--- src/design/bus_settings.svh ---
// sizes and address constants for the cpu address path
// word addresses only, byte address bit n sits at word address bit n-1
`ifndef BUS_SETTINGS_SVH
`define BUS_SETTINGS_SVH

`define BUS_ADDR_W      23      // cpu address bits 23..1
`define BUS_BANKS       8       // one-hot ram banks
`define BUS_OFFSET_W    18      // word offset inside a 512 KB block
`define BUS_REQ_DEPTH   4       // input fifo depth, also sender credits
`define BUS_LINK_DEPTH  2       // decode to map fifo depth
`define BUS_RSP_CREDITS 2       // output credits after reset
`define BUS_RTC_W       64      // rtc input, 16 nibbles

// region match patterns, top word address bits
`define BUS_SLOW_HI     3'b110  // c00000..dfffff, byte bits 23..21
`define BUS_RTC_PAGE    8'hdc   // byte bits 23..16
`define BUS_CIA_PAGE    8'hbf   // byte bits 23..16
`define BUS_CUSTOM_PAGE 12'hdff // byte bits 23..12
`define BUS_KICK_HI     5'h1f   // f80000..ffffff, byte bits 23..19

`endif

--- src/design/bus_pkg.sv ---
// shared types of the address path, widths come from the settings header
`include "bus_settings.svh"
`default_nettype none

package bus_pkg;

	// region codes, zero is the miss case
	typedef enum logic [2:0] {
		region_none   = 3'd0,
		region_chip   = 3'd1,
		region_slow   = 3'd2,
		region_kick   = 3'd3,
		region_cia_a  = 3'd4,
		region_cia_b  = 3'd5,
		region_custom = 3'd6,
		region_rtc    = 3'd7
	} region_t;

	// memory size setting, static outside reset
	typedef struct packed {
		logic [1:0] chip_blocks;   // enabled chip blocks minus one
		logic [1:0] slow_blocks;   // 0..3 slow blocks
	} mem_cfg_t;

	// raw cpu request
	typedef struct packed {
		logic [`BUS_ADDR_W-1:0] addr;   // word address
		logic                   write;
		logic [1:0]             be;     // upper, lower byte
	} bus_req_t;

	// request after region decode
	typedef struct packed {
		logic [`BUS_ADDR_W-1:0] addr;
		logic                   write;
		region_t                region;
		logic [1:0]             block;  // block inside the region
	} decoded_t;

	// mapped response
	typedef struct packed {
		region_t                  region;
		logic [`BUS_BANKS-1:0]    bank;    // one-hot, zero off memory
		logic [`BUS_OFFSET_W-1:0] offset;
		logic                     write;
		logic [3:0]               rdata;   // rtc nibble on rtc reads
	} bus_rsp_t;

endpackage

`default_nettype wire

--- src/design/credit_fifo.sv ---
// in-order fifo, the sender must hold a credit per push
// a push seen full is dropped, so the credit loop has to stay intact
`timescale 1ns/10ps
`default_nettype none

module credit_fifo #(
	parameter type payload_t = logic [7:0],
	parameter int  DEPTH     = 4
) (
	input  wire logic clk,
	input  wire logic rst_n,
	input  wire logic in_valid,   // push
	input  payload_t  in_data,
	output logic      out_valid,  // head entry present
	output payload_t  out_data,
	input  wire logic pop,
	output logic      credit      // one pulse per popped entry
);

	localparam int PW = (DEPTH > 1) ? $clog2(DEPTH) : 1;
	localparam int CW = $clog2(DEPTH + 1);

	payload_t        mem [DEPTH];
	logic [PW-1:0]   wr_ptr;
	logic [PW-1:0]   rd_ptr;
	logic [CW-1:0]   count;
	logic            do_push;
	logic            do_pop;

	assign out_valid = (count != '0);
	assign out_data  = mem[rd_ptr];       // head read, no output register
	assign do_push   = in_valid && (count != CW'(DEPTH));
	assign do_pop    = pop && out_valid;

	//--------------------------------------------------------------------
	// storage
	always_ff @(posedge clk) begin
		if (do_push) begin
			mem[wr_ptr] <= in_data;
		end
	end

	//--------------------------------------------------------------------
	// pointers, occupancy and credit return
	always_ff @(posedge clk or negedge rst_n) begin
		if (!rst_n) begin
			wr_ptr <= '0;
			rd_ptr <= '0;
			count  <= '0;
			credit <= 1'b0;
		end else begin
			credit <= do_pop;  // returned the cycle after the pop
			if (do_push) begin
				wr_ptr <= (wr_ptr == PW'(DEPTH - 1)) ? '0 : wr_ptr + 1'b1;  // wrap
			end
			if (do_pop) begin
				rd_ptr <= (rd_ptr == PW'(DEPTH - 1)) ? '0 : rd_ptr + 1'b1;
			end
			case ({do_push, do_pop})
				2'b10:   count <= count + 1'b1;
				2'b01:   count <= count - 1'b1;
				default: count <= count;  // idle or push and pop together
			endcase
		end
	end

endmodule

`default_nettype wire

--- src/design/addr_decode_stage.sv ---
// region decode of the popped request, combinational
// overlay maps low reads to kickstart until the first cia_a write
`include "bus_settings.svh"
`timescale 1ns/10ps
`default_nettype none

module addr_decode_stage (
	input  wire logic         clk,
	input  wire logic         rst_n,
	input  wire logic         in_valid,
	input  bus_pkg::bus_req_t in_req,
	output logic              pop,
	input  bus_pkg::mem_cfg_t mem_cfg,
	output logic              out_valid,
	output bus_pkg::decoded_t out_dec,
	input  wire logic         credit_in   // from link fifo
);

	localparam int CW = $clog2(`BUS_LINK_DEPTH + 1);

	logic [CW-1:0]        credits;   // free link fifo slots
	logic                 ovl;       // kickstart overlay
	bus_pkg::region_t     region;
	logic [1:0]           block;
	logic [`BUS_ADDR_W-1:0] a;

	assign a         = in_req.addr;
	assign pop       = in_valid && (credits != '0);
	assign out_valid = pop;

	//--------------------------------------------------------------------
	// address decode
	always_comb begin
		region = bus_pkg::region_none;
		block  = a[19:18];                       // byte bits 20..19
		if (ovl && !in_req.write && a[22:18] == 5'h00) begin
			region = bus_pkg::region_kick;       // overlay below 080000
		end else if (a[22:20] == 3'b000) begin   // chip 000000..1fffff
			if (block <= mem_cfg.chip_blocks) begin
				region = bus_pkg::region_chip;
			end
		end else if (a[22:15] == `BUS_RTC_PAGE) begin
			region = bus_pkg::region_rtc;
		end else if (a[22:11] == `BUS_CUSTOM_PAGE) begin
			region = bus_pkg::region_custom;
		end else if (a[22:15] == `BUS_CIA_PAGE) begin
			if (!a[11]) begin                    // byte bit 12
				region = bus_pkg::region_cia_a;
			end else if (!a[12]) begin           // byte bit 13
				region = bus_pkg::region_cia_b;
			end
		end else if (a[22:18] == `BUS_KICK_HI) begin
			region = bus_pkg::region_kick;
		end else if (a[22:20] == `BUS_SLOW_HI) begin
			// d80000 and up never passes, slow_blocks tops out at 3
			if (block < mem_cfg.slow_blocks) begin
				region = bus_pkg::region_slow;
			end
		end
		if (region != bus_pkg::region_chip && region != bus_pkg::region_slow) begin
			block = 2'd0;                        // single block regions
		end
	end

	assign out_dec.addr   = in_req.addr;
	assign out_dec.write  = in_req.write;
	assign out_dec.region = region;
	assign out_dec.block  = block;

	//--------------------------------------------------------------------
	// link credits and overlay flag
	always_ff @(posedge clk or negedge rst_n) begin
		if (!rst_n) begin
			credits <= CW'(`BUS_LINK_DEPTH);
			ovl     <= 1'b1;
		end else begin
			case ({pop, credit_in})
				2'b10:   credits <= credits - 1'b1;
				2'b01:   credits <= credits + 1'b1;
				default: credits <= credits;
			endcase
			// any byte strobe counts, as on the cpu bus
			if (pop && region == bus_pkg::region_cia_a && in_req.write && |in_req.be) begin
				ovl <= 1'b0;
			end
		end
	end

endmodule

`default_nettype wire

--- src/design/bank_map_stage.sv ---
// bank mapping and rtc readout, one register stage to the output
// rsp_valid is only raised against a held output credit
`include "bus_settings.svh"
`timescale 1ns/10ps
`default_nettype none

module bank_map_stage (
	input  wire logic                  clk,
	input  wire logic                  rst_n,
	input  wire logic                  in_valid,
	input  bus_pkg::decoded_t          in_dec,
	output logic                       pop,
	input  wire logic [`BUS_RTC_W-1:0] rtc,
	output logic                       rsp_valid,
	output bus_pkg::bus_rsp_t          rsp,
	input  wire logic                  rsp_credit   // consumer frees one
);

	localparam int CW = $clog2(`BUS_RSP_CREDITS + 1);

	logic [CW-1:0]         credits;
	logic [`BUS_BANKS-1:0] bank;
	logic [3:0]            nibble;
	bus_pkg::bus_rsp_t     mapped;

	assign pop = in_valid && (credits != '0);

	//--------------------------------------------------------------------
	// region and block to one-hot bank
	always_comb begin
		case (in_dec.region)
			bus_pkg::region_chip: bank = `BUS_BANKS'(1) << in_dec.block;         // bits 0..3
			bus_pkg::region_slow: bank = `BUS_BANKS'(1) << (3'd4 + in_dec.block);  // bits 4..6
			bus_pkg::region_kick: bank = `BUS_BANKS'(1) << (`BUS_BANKS - 1);     // top bank
			default:              bank = '0;  // registers, rtc, misses
		endcase
	end

	// nibble k sits at byte address dc0000 + 4k
	assign nibble = rtc[{in_dec.addr[4:1], 2'b00} +: 4];

	assign mapped.region = in_dec.region;
	assign mapped.bank   = bank;
	assign mapped.offset = in_dec.addr[`BUS_OFFSET_W-1:0];  // byte bits 18..1
	assign mapped.write  = in_dec.write;
	assign mapped.rdata  = (in_dec.region == bus_pkg::region_rtc && !in_dec.write) ?
		nibble : 4'h0;

	//--------------------------------------------------------------------
	// output register, payload without reset
	always_ff @(posedge clk) begin
		if (pop) begin
			rsp <= mapped;
		end
	end

	always_ff @(posedge clk or negedge rst_n) begin
		if (!rst_n) begin
			rsp_valid <= 1'b0;
			credits   <= CW'(`BUS_RSP_CREDITS);
		end else begin
			rsp_valid <= pop;
			case ({pop, rsp_credit})
				2'b10:   credits <= credits - 1'b1;  // spent at launch
				2'b01:   credits <= credits + 1'b1;
				default: credits <= credits;
			endcase
		end
	end

endmodule

`default_nettype wire

--- src/design/bus_map_top.sv ---
// cpu address path top, credit flow on both the request and response side
// mem_cfg must stay static while out of reset
`include "bus_settings.svh"
`timescale 1ns/10ps
`default_nettype none

module bus_map_top (
	input  wire logic                     clk,
	input  wire logic                     rst_n,
	// request side
	input  wire logic                     req_valid,
	input  wire logic [`BUS_ADDR_W-1:0]   req_addr,    // word address
	input  wire logic                     req_write,
	input  wire logic [1:0]               req_be,
	output logic                          req_credit,
	// response side
	output logic                          rsp_valid,
	output bus_pkg::region_t              rsp_region,
	output logic [`BUS_BANKS-1:0]         rsp_bank,
	output logic [`BUS_OFFSET_W-1:0]      rsp_offset,
	output logic                          rsp_write,
	output logic [3:0]                    rsp_rdata,
	input  wire logic                     rsp_credit,
	// static inputs
	input  bus_pkg::mem_cfg_t             mem_cfg,
	input  wire logic [`BUS_RTC_W-1:0]    rtc
);

	bus_pkg::bus_req_t req_in;
	bus_pkg::bus_req_t req_head;
	bus_pkg::decoded_t dec;
	bus_pkg::decoded_t dec_head;
	bus_pkg::bus_rsp_t rsp;
	logic              req_head_valid;
	logic              req_pop;
	logic              dec_valid;
	logic              dec_head_valid;
	logic              dec_pop;
	logic              link_credit;

	assign req_in.addr  = req_addr;
	assign req_in.write = req_write;
	assign req_in.be    = req_be;

	//--------------------------------------------------------------------
	// input fifo, then decode, link fifo, map
	credit_fifo #(.payload_t(bus_pkg::bus_req_t), .DEPTH(`BUS_REQ_DEPTH)) req_fifo (
		.clk(clk), .rst_n(rst_n),
		.in_valid(req_valid), .in_data(req_in),
		.out_valid(req_head_valid), .out_data(req_head),
		.pop(req_pop), .credit(req_credit)
	);

	addr_decode_stage u_decode (
		.clk(clk), .rst_n(rst_n),
		.in_valid(req_head_valid), .in_req(req_head), .pop(req_pop),
		.mem_cfg(mem_cfg),
		.out_valid(dec_valid), .out_dec(dec), .credit_in(link_credit)
	);

	credit_fifo #(.payload_t(bus_pkg::decoded_t), .DEPTH(`BUS_LINK_DEPTH)) link_fifo (
		.clk(clk), .rst_n(rst_n),
		.in_valid(dec_valid), .in_data(dec),
		.out_valid(dec_head_valid), .out_data(dec_head),
		.pop(dec_pop), .credit(link_credit)
	);

	bank_map_stage u_map (
		.clk(clk), .rst_n(rst_n),
		.in_valid(dec_head_valid), .in_dec(dec_head), .pop(dec_pop),
		.rtc(rtc),
		.rsp_valid(rsp_valid), .rsp(rsp), .rsp_credit(rsp_credit)
	);

	// unpack onto plain ports
	assign rsp_region = rsp.region;
	assign rsp_bank   = rsp.bank;
	assign rsp_offset = rsp.offset;
	assign rsp_write  = rsp.write;
	assign rsp_rdata  = rsp.rdata;

endmodule

`default_nettype wire

--- config.mk ---
export PLATFORM = sky130hd
export DESIGN_NAME = bus_map_top
export DESIGN_NICKNAME = d
export VERILOG_FILES = /design/src/design/bus_pkg.sv /design/src/design/credit_fifo.sv /design/src/design/addr_decode_stage.sv /design/src/design/bank_map_stage.sv /design/src/design/bus_map_top.sv
export VERILOG_INCLUDE_DIRS = /design/src /design/src/design
export SDC_FILE = /design/constraint.sdc
export NUM_CORES = 1
export LEC_CHECK = 0
export BUFFER_PORTS_ARGS = -buffer_cell sky130_fd_sc_hd__buf_2
export CAP_MARGIN = 10
export CORE_ASPECT_RATIO = 1.1
export CORE_UTILIZATION = 52
export DETAILED_ROUTE_END_ITERATION = 7
export PLACE_DENSITY = 0.7
export REMOVE_ABC_BUFFERS = 1
export SYNTH_ARGS = -nofsm -noshare
export SYNTH_HDL_FRONTEND = slang
export SYNTH_SLANG_ARGS = --single-unit
--- constraint.sdc ---
create_clock -name clk -period 4.3 [get_ports clk]
set_clock_uncertainty 0.2 [all_clocks]
set_input_delay 0.645 -clock clk [delete_from_list [all_inputs] [get_ports clk]]
set_output_delay 0.645 -clock clk [all_outputs]
set_load 0.05 [all_outputs]
==> reports/results.tsv <==
stage	metric	value	unit
die	num rows	48	
power	switching part of the total	21.9	%
route	DRC errors left	0	
clock_tree	buffer depth of the longest clock path	3	
timing	relative max-transition margin	30.3	%
layout	filler cell count in the final layout	1125	
clock_tree	CTS H-tree lvls	1	
layout	antenna cell count	0	
power	Power per Cell Area	472	nW/µm²
route	detailed-router iteration count before antenna repair	4	
timing	min cycle time layout	3.06	ns
global_route	GRT Residual Overflow	0	
synthesis	synthesized netlist cell count	527	
layout	post-route insts no fill	891	
synthesis	synthesized area divided by synthesized cell count	15.9	µm²
clock_tree	CTS root buffer	sky130_fd_sc_hd__clkbuf_16	
clock_tree	TritonCTS clock tree	yes	
place	number of I/O port buffers	133	
flow_run	maxcap violations	0	
synthesis	fraction of synthesis flops using an asynchronous set or reset pin	8.82	%
setup_path	worst path arrival time	3.08	ns
route	initial DRC count	264	
power	Power Internal	3680	µW
route	number of vias after detailed routing	4857	
clock_tree	# clock sinks	204	
layout	FF/Latch Area	6040	µm²
power	Logic pwr share	10.0	%
route	final WL	16100	µm
synthesis	synth warn	0	
timing	slew at the pin with the worst max-slew slack	1.02	ns
global_route	total routing resource utilization after global routing	19.9	%
synthesis	number of synthesized flops with an enable pin	186	
route	remaining antenna violation count after routing	0	
die	Die Y	135	µm
clock_tree	post-cts sizing count	0	
die	Die Wd	123	µm
setup_path	maximum fanout count along the critical path	18	
layout	fraction of final layout cells sized beyond drive strength 1	31.3	%
die	top-level port count	134	
timing	final slew viol count	0	
power	sequential share of power	52.9	%
place	DPL Wire Length	10900	µm
power	Sw Pwr	1030	µW
synthesis	Unique masters post-synth	48	
timing	Final Hold Slack	0.178	ns
global_route	number of global-route vias before repair	5019	
layout	area overhead of the layout relative to synthesis	19.2	%
clock_tree	Worst-Skew Late Latency	0.48	ns
synthesis	part of the Yosys area used for sequential elements	72.1	%
setup_path	Critical Path End Type	register	
clock_tree	Post CTS Setup Buffer Count	0	
setup_path	startpoint type of the worst setup path	register	
power	leakage dissipation	0.00385	µW
min_path	worst hold-check path type	input pin to register	
layout	number of nets at the end of the flow	788	
power	part of the total power dissipated in the clock network	37.1	%
global_route	first-pass GRT wire length	24700	µm
timing	post-route clock period utilization	71.1	%
synthesis	post-synthesis instance area	8370	µm²
die	core region area	15700	µm²
power	total power of the final layout	4710	µW
timing	setup repair after global routing missed its margin	false	
synthesis	flop and latch count out of synthesis	204	
synthesis	flip-flop cell with the highest count after synthesis	sky130_fd_sc_hd__edfxtp_1	
timing	final hold violations	0	
layout	area of the multi-input gates	2160	µm²
power	Max IR drop VDD	0.382	mV
clock_tree	CTS buffer count	21	
setup_path	worst setup path class	register to register	
global_route	initial antenna violation count	0	
place	number of placed instances with taps included	853	
clock_tree	clock transition at the registers of the reported paths	0.06	ns
global_route	largest net degree at the start of global routing	36	
clock_tree	number of buffers inserted by hold repair at cts	1	
run_status	outcome	completed	
place	RD Place Congestion	0.821	
die	initial core utilization	53.2	%
route	average vias per placed instance	5.45	
timing	Setup-failing EPs final	0	
route	WL per Instance	18.1	µm
timing	top achievable clock speed	327	MHz
die	overall die area	16600	µm²
setup_path	Data required, critical path	4.32	ns
==> worst max-delay path, stage by stage (launching register included) <==
cell	delay, ns
sky130_fd_sc_hd__dfrtp_2	0.71
sky130_fd_sc_hd__mux4_2	0.64
sky130_fd_sc_hd__ha_1	0.33
sky130_fd_sc_hd__nor2b_1	0.12
sky130_fd_sc_hd__o21ai_0	0.07
sky130_fd_sc_hd__o21ai_0	0.21
sky130_fd_sc_hd__nand3_2	0.15
sky130_fd_sc_hd__xnor2_1	0.26
sky130_fd_sc_hd__nor3_1	0.10
==> cells by family (layout without fill, tap and decap cells) <==
logic type | count (synthesis) | count (layout) | share of synthesized area, %
DFF | 204 | 204 | 72.1
and+or+nand+nor | 160 | 160 | 8.70
muxes | 47 | 47 | 9.70
AOI/OAI and AO/OA | 44 | 44 | 3.71
buffers and inverters | 44 | 208 | 2.15
xor gates and xnor gates | 15 | 15 | 1.57
adders and majority gates | 13 | 13 | 2.03
==> flip-flops by register name (all words and copies together), names as in the netlist, 3 cells and up <==
signal / cells
link_fifo.mem: 48
req_fifo.count: 3
req_fifo.mem: 104
u_map.rsp: 34
==> cell usage after synthesis, types with 2 or more instances <==
cell type                  count  share of area (%)
sky130_fd_sc_hd__dfrtp_1      15                4.5
sky130_fd_sc_hd__o21ai_0       6               0.36
sky130_fd_sc_hd__nor3_1        7               0.42
sky130_fd_sc_hd__a22oi_1       2               0.18
sky130_fd_sc_hd__o211ai_1      8               0.72
sky130_fd_sc_hd__mux4_2       18                4.8
sky130_fd_sc_hd__edfxtp_1    186                 67
sky130_fd_sc_hd__xor2_1        6               0.63
sky130_fd_sc_hd__mux2_2       15                2.0
sky130_fd_sc_hd__ha_1         12                1.8
sky130_fd_sc_hd__a31oi_1       7               0.52
sky130_fd_sc_hd__mux2i_1       8               0.96
sky130_fd_sc_hd__a211oi_1      2               0.18
sky130_fd_sc_hd__a211o_1       4               0.42
sky130_fd_sc_hd__a311oi_1      4               0.42
sky130_fd_sc_hd__and2_1        5               0.37
sky130_fd_sc_hd__nand3_1      15               0.90
sky130_fd_sc_hd__nor2_1       24                1.1
sky130_fd_sc_hd__mux4_1        6                1.9
sky130_fd_sc_hd__a21oi_1       4               0.24
sky130_fd_sc_hd__buf_2         3               0.18
sky130_fd_sc_hd__inv_1        24                1.1
sky130_fd_sc_hd__and3_1       12               0.90
sky130_fd_sc_hd__dfstp_2       3               0.94
sky130_fd_sc_hd__nand2_1      86                3.9
sky130_fd_sc_hd__clkbuf_1     11               0.49
sky130_fd_sc_hd__buf_1         3               0.13
sky130_fd_sc_hd__xnor2_1       9               0.94
sky130_fd_sc_hd__o22ai_1       2               0.15
sky130_fd_sc_hd__nor4_1        2               0.15
==> per-stage QoR <==
stage | area [µm²] | setup WS, ns | util, % | setup TNS (ns)
final | 9980 | 1.24 | 63.4 | 0
after floorplan | 8290 | -0.158 | - | -0.633
after CTS | 9980 | 1.23 | 63.4 | 0
after detailed placement | 9300 | 1.24 | 59.1 | 0
after global placement | 9300 | 1.31 | 59.1 | 0
after global routing | 9980 | 1.04 | 63.4 | 0
==> cell usage in the layout, fill, tap and decap left out, drive strengths merged, types with 5 or more instances in the layout <==
cell / instances
mux2: 15
mux2i: 8
buf: 145
nor2: 24
nand2: 86
edfxtp: 186
and3: 12
nand3: 16
dfrtp: 15
and2: 5
o21ai: 6
xnor2: 9
inv: 24
mux4: 24
a31oi: 7
nor3: 7
o211ai: 8
clkinv: 9
ha: 12
clkbuf: 26
xor2: 6
==> worst paths after layout <==
kind | start | end | slack [ns] | cells after the start
max reg2reg | req_fifo.rd_ptr[0] | link_fifo.mem[1][0] | 1.24 | 8
min | req_addr[18] | req_fifo.mem[3][21] | 0.18 | 1
max in group asynchronous | rst_n | u_decode.ovl | 3.12 | 2
min in group asynchronous | rst_n | req_fifo.wr_ptr[0] | 0.44 | 2
max | req_fifo.rd_ptr[0] | link_fifo.mem[1][0] | 1.24 | 8
min reg2reg | u_decode.ovl | u_decode.ovl | 0.29 | 2
==> power by group through the flow <==
stage | registers [µW] | logic, µW | clock network [µW]
floorplan | 2510 | 291 | 0
global placement | 2520 | 449 | 0
detailed placement | 2540 | 472 | 0
CTS | 2490 | 479 | 1800
global route | 2510 | 529 | 1860
finish | 2490 | 470 | 1750
==> routing by layer <==
layer | wire length (µm) | track usage, %
met1 | 6000 | 20.8
met2 | 8680 | 38.9
met3 | 967 | 3.34
met4 | 460 | 7.97
met5 | 0 | 0
==> layout make-up <==
class                      instances  share of cell area, %
sequential                       204                   60.5
clock buffer                      26                   5.45
multi-input combinational        279                   21.6
inverter                          25                  0.940
clock inverter                    11                   1.28
timing repair buffer             146                   7.67
tap                              200                   2.51
No activity file was read; power rests on OpenSTA's default activity.
